[src/usi_config.svh]
// Bus widths, command codes and block map of the USI bus, included by RTL and testbench
`ifndef USI_CONFIG_SVH
`define USI_CONFIG_SVH

//--------------------------------------------------
// Bus word layout
//--------------------------------------------------
`define USI_DATA_BITS      32            // Data and address word width
`define USI_CMD_BITS       2             // Command field, bits 31..30
`define USI_BLK_BITS       8             // Block field, bits 23..16
`define USI_CSR_BITS       16            // CSR field, bits 15..0

// Command codes, 0 and 3 are ignored
`define USI_CMD_WRITE      2'd1
`define USI_CMD_READ       2'd2

// Block map
`define USI_BLK_GPIO       8'd1
`define USI_BLK_PWM        8'd2
`define USI_UNMAPPED_DATA  32'h1234_5678 // Easy to spot on a bad decode

// Slave sizes
`define USI_GPIO_WIDTH     8             // GPIO pin count
`define USI_PWM_BITS       16            // Period, duty and counter width

`endif
[src/usiPkg.sv]
// Shared USI bus types, imported by the fabric, the slaves and the bus interface
`include "usi_config.svh"

package usiPkg;

	//--------------------------------------------------
	// Bus address word
	//--------------------------------------------------
	// Master and fabric move it as a raw word, slaves pick out the fields
	typedef union packed
	{
		logic [`USI_DATA_BITS-1:0] raw;      // Flat view
		struct packed
		{
			logic [`USI_CMD_BITS-1:0] cmd;   // 1 write, 2 read
			logic [`USI_DATA_BITS-`USI_CMD_BITS-`USI_BLK_BITS-`USI_CSR_BITS-1:0] gap;
			logic [`USI_BLK_BITS-1:0] blk;   // Target block
			logic [`USI_CSR_BITS-1:0] csr;   // Register inside the block
		} f;
	} usiAdrsWord;

endpackage

[src/usiBusIf.sv]
// USI bus link between the fabric and one slave, one instance per slave
`timescale 1ns/1ps
`include "usi_config.svh"

interface usiBusIf import usiPkg::*;
();

	//--------------------------------------------------
	// Fabric to slave, broadcast command
	//--------------------------------------------------
	usiAdrsWord adrs;                          // Cmd, block and CSR
	logic [`USI_DATA_BITS-1:0] wd;             // Write data
	logic wCke;                                // One-cycle command strobe

	//--------------------------------------------------
	// Slave to fabric, read return
	//--------------------------------------------------
	logic [`USI_DATA_BITS-1:0] rd;             // Read data, valid with vd
	logic vd;                                  // One pulse per read

	// Fabric side drives the command
	modport fabric
	(
		output adrs,
		output wd,
		output wCke,
		input  rd,
		input  vd
	);

	// Slave side answers reads
	modport slave
	(
		input  adrs,
		input  wd,
		input  wCke,
		output rd,
		output vd
	);

endinterface

[src/usiSubsystem.sv]
// USI subsystem top: fabric plus GPIO and PWM slaves behind plain master and pin ports
`timescale 1ns/1ps
`include "usi_config.svh"

module usiSubsystem
(
	input  logic                       iUsiClk,
	input  logic                       rstN,
	// Master command port
	input  logic [`USI_DATA_BITS-1:0]  mAdrs,   // {cmd, gap, blk, csr}
	input  logic [`USI_DATA_BITS-1:0]  mWd,
	input  logic                       mWCke,
	// Master read port, three cycles after a read
	output logic [`USI_DATA_BITS-1:0]  mRd,
	output logic                       mVd,
	// GPIO pins
	input  logic [`USI_GPIO_WIDTH-1:0] gpioIn,
	output logic [`USI_GPIO_WIDTH-1:0] gpioOut,
	output logic [`USI_GPIO_WIDTH-1:0] gpioOe,
	// PWM pin
	output logic                       pwmOut
);

	//--------------------------------------------------
	// One bus link per slave
	//--------------------------------------------------
	usiBusIf gpioBus ();
	usiBusIf pwmBus ();

	// Fabric, single master side
	usiFabric uFabric
	(
		.iUsiClk (iUsiClk),
		.rstN    (rstN),
		.mAdrs   (mAdrs),
		.mWd     (mWd),
		.mWCke   (mWCke),
		.mRd     (mRd),
		.mVd     (mVd),
		.gpioBus (gpioBus.fabric),
		.pwmBus  (pwmBus.fabric)
	);

	//--------------------------------------------------
	// Slaves
	//--------------------------------------------------
	usiGpioCsr uGpio
	(
		.iUsiClk (iUsiClk),
		.rstN    (rstN),
		.gpioIn  (gpioIn),
		.gpioOut (gpioOut),
		.gpioOe  (gpioOe),
		.bus     (gpioBus.slave)
	);

	usiPwmCsr uPwm
	(
		.iUsiClk (iUsiClk),
		.rstN    (rstN),
		.pwmOut  (pwmOut),
		.bus     (pwmBus.slave)
	);

endmodule

[src/usiPwmCsr.sv]
// PWM slave on the USI bus: period, duty and enable CSRs driving one PWM pin
`timescale 1ns/1ps
`include "usi_config.svh"

module usiPwmCsr import usiPkg::*;
(
	input  logic   iUsiClk,
	input  logic   rstN,
	output logic   pwmOut,                     // High while counter below duty
	usiBusIf.slave bus
);

	localparam int PadBits = `USI_DATA_BITS - `USI_PWM_BITS;

	//--------------------------------------------------
	// Command decode
	//--------------------------------------------------
	logic hit;
	logic wrHit;
	logic rdHit;

	assign hit   = bus.wCke && (bus.adrs.f.blk == `USI_BLK_PWM);
	assign wrHit = hit && (bus.adrs.f.cmd == `USI_CMD_WRITE);
	assign rdHit = hit && (bus.adrs.f.cmd == `USI_CMD_READ);

	//--------------------------------------------------
	// CSRs
	//--------------------------------------------------
	logic [`USI_PWM_BITS-1:0] periodReg;       // csr 0, counts per cycle
	logic [`USI_PWM_BITS-1:0] dutyReg;         // csr 1, high counts
	logic enReg;                               // csr 2, bit 0

	always_ff @(posedge iUsiClk)
	begin
		if (!rstN)
		begin
			periodReg <= '0;
			dutyReg   <= '0;
			enReg     <= 1'b0;
		end
		else if (wrHit)
		begin
			case (bus.adrs.f.csr)
				16'd0: periodReg <= bus.wd[`USI_PWM_BITS-1:0];
				16'd1: dutyReg   <= bus.wd[`USI_PWM_BITS-1:0];
				16'd2: enReg     <= bus.wd[0];
				default: ;                     // Outside the map
			endcase
		end
	end

	//--------------------------------------------------
	// Period counter
	//--------------------------------------------------
	logic [`USI_PWM_BITS-1:0] cnt;
	logic [`USI_PWM_BITS:0] cntNext;           // One bit wider, no overflow

	assign cntNext = {1'b0, cnt} + 1'b1;

	always_ff @(posedge iUsiClk)
	begin
		if (!rstN)
			cnt <= '0;
		else if (!enReg)
			cnt <= '0;                         // Held at zero while off
		else if (cntNext >= {1'b0, periodReg})
			cnt <= '0;                         // Wrap at period minus one
		else
			cnt <= cntNext[`USI_PWM_BITS-1:0];
	end

	// Duty at or above period keeps the pin high
	assign pwmOut = enReg && (cnt < dutyReg);

	//--------------------------------------------------
	// Read return
	//--------------------------------------------------
	always_ff @(posedge iUsiClk)
	begin
		if (!rstN)
			bus.vd <= 1'b0;
		else
			bus.vd <= rdHit;
	end

	always_ff @(posedge iUsiClk)
	begin
		if (rdHit)
		begin
			case (bus.adrs.f.csr)
				16'd0:   bus.rd <= {{PadBits{1'b0}}, periodReg};
				16'd1:   bus.rd <= {{PadBits{1'b0}}, dutyReg};
				16'd2:   bus.rd <= {{(`USI_DATA_BITS-1){1'b0}}, enReg};
				default: bus.rd <= '0;
			endcase
		end
	end

endmodule

[src/usiGpioCsr.sv]
// GPIO slave on the USI bus: output data, direction and synchronized input readback
`timescale 1ns/1ps
`include "usi_config.svh"

module usiGpioCsr import usiPkg::*;
(
	input  logic                       iUsiClk,
	input  logic                       rstN,
	// Pins
	input  logic [`USI_GPIO_WIDTH-1:0] gpioIn,  // Asynchronous inputs
	output logic [`USI_GPIO_WIDTH-1:0] gpioOut, // Masked output data
	output logic [`USI_GPIO_WIDTH-1:0] gpioOe,  // 1 drives the pin
	// Bus
	usiBusIf.slave                     bus
);

	localparam int PadBits = `USI_DATA_BITS - `USI_GPIO_WIDTH;

	//--------------------------------------------------
	// Command decode
	//--------------------------------------------------
	logic hit;                                 // Addressed to this block
	logic wrHit;
	logic rdHit;

	assign hit   = bus.wCke && (bus.adrs.f.blk == `USI_BLK_GPIO);
	assign wrHit = hit && (bus.adrs.f.cmd == `USI_CMD_WRITE);
	assign rdHit = hit && (bus.adrs.f.cmd == `USI_CMD_READ);

	//--------------------------------------------------
	// CSRs
	//--------------------------------------------------
	logic [`USI_GPIO_WIDTH-1:0] dataReg;       // csr 0
	logic [`USI_GPIO_WIDTH-1:0] dirReg;        // csr 1

	always_ff @(posedge iUsiClk)
	begin
		if (!rstN)
		begin
			dataReg <= '0;
			dirReg  <= '0;
		end
		else if (wrHit)
		begin
			// csr 2 is read only, higher CSRs do not exist
			case (bus.adrs.f.csr)
				16'd0: dataReg <= bus.wd[`USI_GPIO_WIDTH-1:0];
				16'd1: dirReg  <= bus.wd[`USI_GPIO_WIDTH-1:0];
				default: ;
			endcase
		end
	end

	//--------------------------------------------------
	// Input synchronizer, csr 2
	//--------------------------------------------------
	logic [`USI_GPIO_WIDTH-1:0] inMeta;        // First flop, may go metastable
	logic [`USI_GPIO_WIDTH-1:0] inSync;        // Safe to read

	always_ff @(posedge iUsiClk)
	begin
		if (!rstN)
		begin
			inMeta <= '0;
			inSync <= '0;
		end
		else
		begin
			inMeta <= gpioIn;
			inSync <= inMeta;
		end
	end

	//--------------------------------------------------
	// Read return, one cycle after the command
	//--------------------------------------------------
	always_ff @(posedge iUsiClk)
	begin
		if (!rstN)
			bus.vd <= 1'b0;
		else
			bus.vd <= rdHit;
	end

	always_ff @(posedge iUsiClk)
	begin
		if (rdHit)
		begin
			case (bus.adrs.f.csr)
				16'd0:   bus.rd <= {{PadBits{1'b0}}, dataReg};
				16'd1:   bus.rd <= {{PadBits{1'b0}}, dirReg};
				16'd2:   bus.rd <= {{PadBits{1'b0}}, inSync};
				default: bus.rd <= '0;         // Unused CSR space
			endcase
		end
	end

	// Pins only driven where direction says output
	assign gpioOe  = dirReg;
	assign gpioOut = dataReg & dirReg;

endmodule

[src/usiFabric.sv]
// USI bus fabric: registers master commands, broadcasts them and returns read data in order
`timescale 1ns/1ps
`include "usi_config.svh"

module usiFabric import usiPkg::*;
(
	input  logic                      iUsiClk,
	input  logic                      rstN,
	// Master command
	input  logic [`USI_DATA_BITS-1:0] mAdrs,   // Raw address word
	input  logic [`USI_DATA_BITS-1:0] mWd,     // Write data
	input  logic                      mWCke,   // Command strobe
	// Master read return
	output logic [`USI_DATA_BITS-1:0] mRd,
	output logic                      mVd,
	// Slave links
	usiBusIf.fabric                   gpioBus,
	usiBusIf.fabric                   pwmBus
);

	//--------------------------------------------------
	// Master side decode
	//--------------------------------------------------
	usiAdrsWord mCmd;                          // Field view of the master word
	logic mRead;                               // Read strobe this cycle

	assign mCmd.raw = mAdrs;
	assign mRead = mWCke && (mCmd.f.cmd == `USI_CMD_READ);

	//--------------------------------------------------
	// Command register, cycle N+1
	//--------------------------------------------------
	usiAdrsWord adrsQ;
	logic [`USI_DATA_BITS-1:0] wdQ;
	logic wCkeQ;

	// Payload, sampled every cycle
	always_ff @(posedge iUsiClk)
	begin
		adrsQ <= mCmd;
		wdQ   <= mWd;
	end

	// Strobe, cleared on reset
	always_ff @(posedge iUsiClk)
	begin
		if (!rstN)
			wCkeQ <= 1'b0;
		else
			wCkeQ <= mWCke;
	end

	// Same command seen by every slave
	assign gpioBus.adrs = adrsQ;
	assign gpioBus.wd   = wdQ;
	assign gpioBus.wCke = wCkeQ;
	assign pwmBus.adrs  = adrsQ;
	assign pwmBus.wd    = wdQ;
	assign pwmBus.wCke  = wCkeQ;

	//--------------------------------------------------
	// Read tag line, two stages
	//--------------------------------------------------
	// Stage 2 lines up with the slave vd in cycle N+2
	logic [`USI_BLK_BITS-1:0] tagBlk1;
	logic [`USI_BLK_BITS-1:0] tagBlk2;
	logic tagRd1;
	logic tagRd2;

	always_ff @(posedge iUsiClk)
	begin
		tagBlk1 <= mCmd.f.blk;                 // Block of the read
		tagBlk2 <= tagBlk1;
	end

	always_ff @(posedge iUsiClk)
	begin
		if (!rstN)
		begin
			tagRd1 <= 1'b0;
			tagRd2 <= 1'b0;
		end
		else
		begin
			tagRd1 <= mRead;
			tagRd2 <= tagRd1;
		end
	end

	//--------------------------------------------------
	// Read return, cycle N+3
	//--------------------------------------------------
	// Valid follows the addressed slave, unmapped blocks answer themselves
	always_ff @(posedge iUsiClk)
	begin
		if (!rstN)
			mVd <= 1'b0;
		else if (tagRd2)
		begin
			case (tagBlk2)
				`USI_BLK_GPIO: mVd <= gpioBus.vd;
				`USI_BLK_PWM:  mVd <= pwmBus.vd;
				default:       mVd <= 1'b1;    // Marker is always valid
			endcase
		end
		else
			mVd <= 1'b0;
	end

	// Data held between reads
	always_ff @(posedge iUsiClk)
	begin
		if (tagRd2)
		begin
			case (tagBlk2)
				`USI_BLK_GPIO: mRd <= gpioBus.rd;
				`USI_BLK_PWM:  mRd <= pwmBus.rd;
				default:       mRd <= `USI_UNMAPPED_DATA;
			endcase
		end
	end

endmodule

[config.mk]
export PLATFORM = sky130hd
export DESIGN_NAME = usiSubsystem
export DESIGN_NICKNAME = d
export VERILOG_FILES = /design/src/usiPkg.sv /design/src/usiBusIf.sv /design/src/usiSubsystem.sv /design/src/usiPwmCsr.sv /design/src/usiGpioCsr.sv /design/src/usiFabric.sv
export VERILOG_INCLUDE_DIRS = /design/src
export SDC_FILE = /design/constraint.sdc
export NUM_CORES = 1
export LEC_CHECK = 0
export BUFFER_PORTS_ARGS = -buffer_cell sky130_fd_sc_hd__buf_2
export CORE_MARGIN = 8
export CORE_UTILIZATION = 58
export CTS_CLUSTER_DIAMETER = 50
export CTS_CLUSTER_SIZE = 24
export DETAILED_ROUTE_END_ITERATION = 7
export GPL_TIMING_DRIVEN = 0
export PLACE_DENSITY = 0.9
export SLEW_MARGIN = 25
export SYNTH_ARGS = -nofsm -noshare
export SYNTH_HDL_FRONTEND = slang
export SYNTH_SLANG_ARGS = --single-unit
export TNS_END_PERCENT = 20
[constraint.sdc]
create_clock -name iUsiClk -period 5.65 [get_ports iUsiClk]
set_input_delay 0.8475 -clock iUsiClk [delete_from_list [all_inputs] [get_ports iUsiClk]]
set_output_delay 0.8475 -clock iUsiClk [all_outputs]
set_load 0.03 [all_outputs]
==> qor_table.md <==
| Parameter | Reported |
|:---|:---|
| Run status | complete, no violations |
| Detail Placement HPWL | 12100 µm |
| Min-Delay Path Depth | 0 |
| Final setup vio count | 0 |
| Height of the die | 124 µm |
| Synth unique cells | 49 |
| Die Footprint | 15400 µm² |
| Cells taking the most area after synthesis | sky130_fd_sc_hd__dfxtp_1 (40%), sky130_fd_sc_hd__edfxtp_1 (18%), sky130_fd_sc_hd__ha_1 (5.9%) |
| Total of flip-flops plus latches after synthesis | 178 |
| Post-cts gate resize count | 0 |
| Share of the core filled with cells in the final layout | 70.7% |
| Worst reg2reg path startpoint | uPwm.cnt[0] |
| H-tree lvl count | 4 |
| PD cells | 318 nW/µm² |
| Number of vias after detailed routing | 5126 |
| Antenna diode count | 0 |
| Number of buffers inserted for hold repair after clock tree synthesis | 0 |
| Source of the worst hold timing path | uFabric.gpioBus.adrs[18] |
| Final wirelength | 16500 µm |
| Proportion of synthesized chip area in sequential cells | 58.4% |
| Post-CTS setup repair buffer count | 0 |
| Critical path depth in cells | 11 |
| RD Place Congestion | 0.883 |
| Count of filler cells inserted in the layout | 825 |
| Detailed-router iteration count before antenna repair | 6 |
| Syn. warnings | 0 |
| Cell accounting for the most synthesized area | sky130_fd_sc_hd__dfxtp_1 |
| Proportion of layout cells with a drive suffix above 1 | 19.8% |
| Starting utilization of the core area | 59.6% |
| Sink of the worst hold path | uFabric.tagBlk2[2] |
| Routed length per placed instance | 18.1 µm |
| Setup slack on the worst flop-to-flop path | 2380 ps |
| Top FF cell, synth | sky130_fd_sc_hd__dfxtp_1 |
| Antenna-violating nets left | 0 |
| CP cell instances | nand3_1 -> nor2_1 -> nand4_1 -> xnor2_1 -> ha_1 -> nand4_1 -> a2111oi_0 -> o31ai_1 -> o211ai_1 -> clkbuf_1 -> nor2b_1 |
| CP startpoint kind | flip-flop |
| Syn Std Cell Area | 6800 µm² |
| Cell with the most instances after synthesis | sky130_fd_sc_hd__dfxtp_1 |
| Crit end category | flip-flop |
| Achievable clock frequency | 306 MHz |
| First-pass GRT wire length | 26600 µm |
| Count of maximum capacitance violations | 0 |
| Cell Count, Final, Fillers Out | 910 |
| Number of instances in the synthesized netlist | 634 |
| Slowest cell delay on critical path | 480 ps |
| Fraction of post-synthesis cell area in the top cell type by area | 40.3% |
| Die width | 124 µm |
| CP max stage cell | sky130_fd_sc_hd__a2111oi_0 |
| Via count of the first global-routing pass | 5191 |
| Count of clock tree sinks | 178 |
| Number of synthesized flops with an enable pin | 41 |
| Commonest cells in the netlist | sky130_fd_sc_hd__dfxtp_1 (137), sky130_fd_sc_hd__inv_1 (52), sky130_fd_sc_hd__nand2_1 (48), sky130_fd_sc_hd__nand3_1 (48), sky130_fd_sc_hd__edfxtp_1 (41) |
| Aggregate negative setup slack | 0 ps |
| Setup repair after global routing missed its margin | no |
| Area of the core | 11400 µm² |
| Total count of max-transition violations in the final report | 0 |
| Maximum number of pins on one net before global-route repair | 19 |
| Final hold viol count | 0 |
| Grt total ovfl | 0 |
| Final nets | 861 |
| Initial antenna violation count | 0 |
| Largest voltage drop on the vdd net | 0.187 mV |
| Required @ worst endpoint | 5940 ps |
| Clk_lat worst skew | 430 ps |
| Critical Path Fanout Max | 10 |
| Slew margin rel. | 47.6% |
| Kind of cell adding the most delay to the critical path | simple AND/OR/NAND/NOR gates |
| Clock tree from TritonCTS | done |
| Transition at the pin with the smallest max-transition slack | 780 ps |
| Cells after DPL | 878 |
| Worst min-delay path category | reg2reg |
| Syn_area_per_cell | 10.7 µm² |
| Standby leakage power | 3.33 nW |
| Detailed router's first-iteration violation count | 505 |
| Ratio of routed vias to standard cells | 5.63 |
| Worst flop-to-flop path endpoint | uPwm.cnt[8] |
| Post-CTS clock slew at the launch and capture registers of the worst setup and hold paths | 70 ps |
| Crit Path Category | reg2reg |
| Row cnt | 39 |
| Worst EP arrival | 3560 ps |
| Global router's overall resource usage | 21.2% |
| Period utilization | 57.9% |
| Post-layout minimum cycle time | 3270 ps |
| Cts bufs inserted | 17 |
| Number of ports placed on the die boundary | 125 |
| Root Buffer | sky130_fd_sc_hd__clkbuf_16 |
| Most frequent CP cell | sky130_fd_sc_hd__nand4_1 |
| Share of flip-flops with an asynchronous set or reset after synthesis | 0% |
| Count of buffer and inverter cells on the critical path | 1 |
| Post-route DRC violation count | 0 |
| Register-to-Register Path Depth | 11 |
| Post-synthesis to final-layout area growth | 18.7% |
| Maximum clock insertion buffer count | 2 |
| Count of input and output buffers | 91 |
| Worst setup skew after layout | 8.73 ps |
[final cells by class]
class / count / area, µm² / area share (%)
flip-flops and latches: 178 / 3970 / 49.2
multi-input cells: 371 / 2410 / 29.8
repair buffers: 91 / 455 / 5.64
clock buffers: 19 / 454 / 5.63
plain buffers: 43 / 267 / 3.30
inverters: 52 / 195 / 2.42
well taps: 143 / 179 / 2.22
clock inverters: 13 / 140 / 1.74
[sequential cells by signal (all words and copies together) (netlist names), 8 cells and up]
signal,flops
uFabric.gpioBus.adrs,26
uFabric.mRd,17
uFabric.gpioBus.wd,16
uPwm.bus.rd,16
uPwm.cnt,16
uPwm.dutyReg,16
uPwm.periodReg,16
uFabric.tagBlk2,8
uGpio.bus.rd,8
uGpio.dataReg,8
uGpio.gpioOe,8
uGpio.inMeta,8
uGpio.inSync,8
[worst max-delay path by stage]
stage,from,end,slack (ps)
5_1_grt,uPwm.cnt[0],uPwm.cnt[13],2090
3_3_place_gp,uPwm.cnt[0],uPwm.cnt[15],2580
3_5_place_dp,uPwm.cnt[0],uPwm.cnt[15],2470
6_report,uPwm.cnt[0],uPwm.cnt[8],2380
4_1_cts,uPwm.cnt[0],uPwm.cnt[8],2390
2_1_floorplan,uPwm.cnt[0],uPwm.cnt[10],3070
[routing by layer]
layer	vias up	GRT usage [%]	wire length, µm
li1	2420	-	-
met2	256	35.3	7960
met3	44	4.98	1300
met1	2406	25.2	6640
met4	0	10.5	560
met5	-	0	0
[cells in the final DEF (no fill, tap or decap), types with 19 or more instances in the layout]
| cell | netlist | routed |
|---|---|---|
| sky130_fd_sc_hd__nand3_1 | 48 | 48 |
| sky130_fd_sc_hd__o21ai_1 | 32 | 32 |
| sky130_fd_sc_hd__edfxtp_1 | 41 | 41 |
| sky130_fd_sc_hd__a22o_1 | 19 | 19 |
| sky130_fd_sc_hd__inv_1 | 52 | 53 |
| sky130_fd_sc_hd__ha_1 | 32 | 32 |
| sky130_fd_sc_hd__buf_2 | 3 | 94 |
| sky130_fd_sc_hd__nor2_1 | 21 | 20 |
| sky130_fd_sc_hd__and2_1 | 30 | 30 |
| sky130_fd_sc_hd__nand2_1 | 48 | 48 |
| sky130_fd_sc_hd__dfxtp_1 | 137 | 137 |
[power by group]
part | switching, mW | leakage (nW) | internal, mW
Clock | 0.520 | 0.293 | 0.649
Combinational | 0.0380 | 1.57 | 0.0263
Sequential | 0.0108 | 1.47 | 1.32
[through the flow]
step	setup slack, ps	cell area [µm²]	power (mW)	hold WS [ps]
after global placement	2580	7470	1.42	338
after floorplan	3070	6840	1.39	332
after detailed placement	2470	7480	1.42	339
final	2380	8070	2.56	358
after global routing	2090	8070	2.63	364
after CTS	2390	8070	2.56	357
[cell families (layout without fill, tap and decap cells)]
kind of cell               Yosys count  count (layout)  share of synthesized area, %
and+or+nand+nor                    199             199                          15.4
DFF                                178             178                          58.4
AOI/OAI and AO/OA                  107             107                          10.4
buffers and inverters               95             218                          6.79
adders and majority gates           32              32                          5.89
xor gates and xnor gates            14              14                          1.80
muxes                                8               8                          1.18
other                                1              11                        0.0551
No activity file was read; power rests on OpenSTA's default activity.
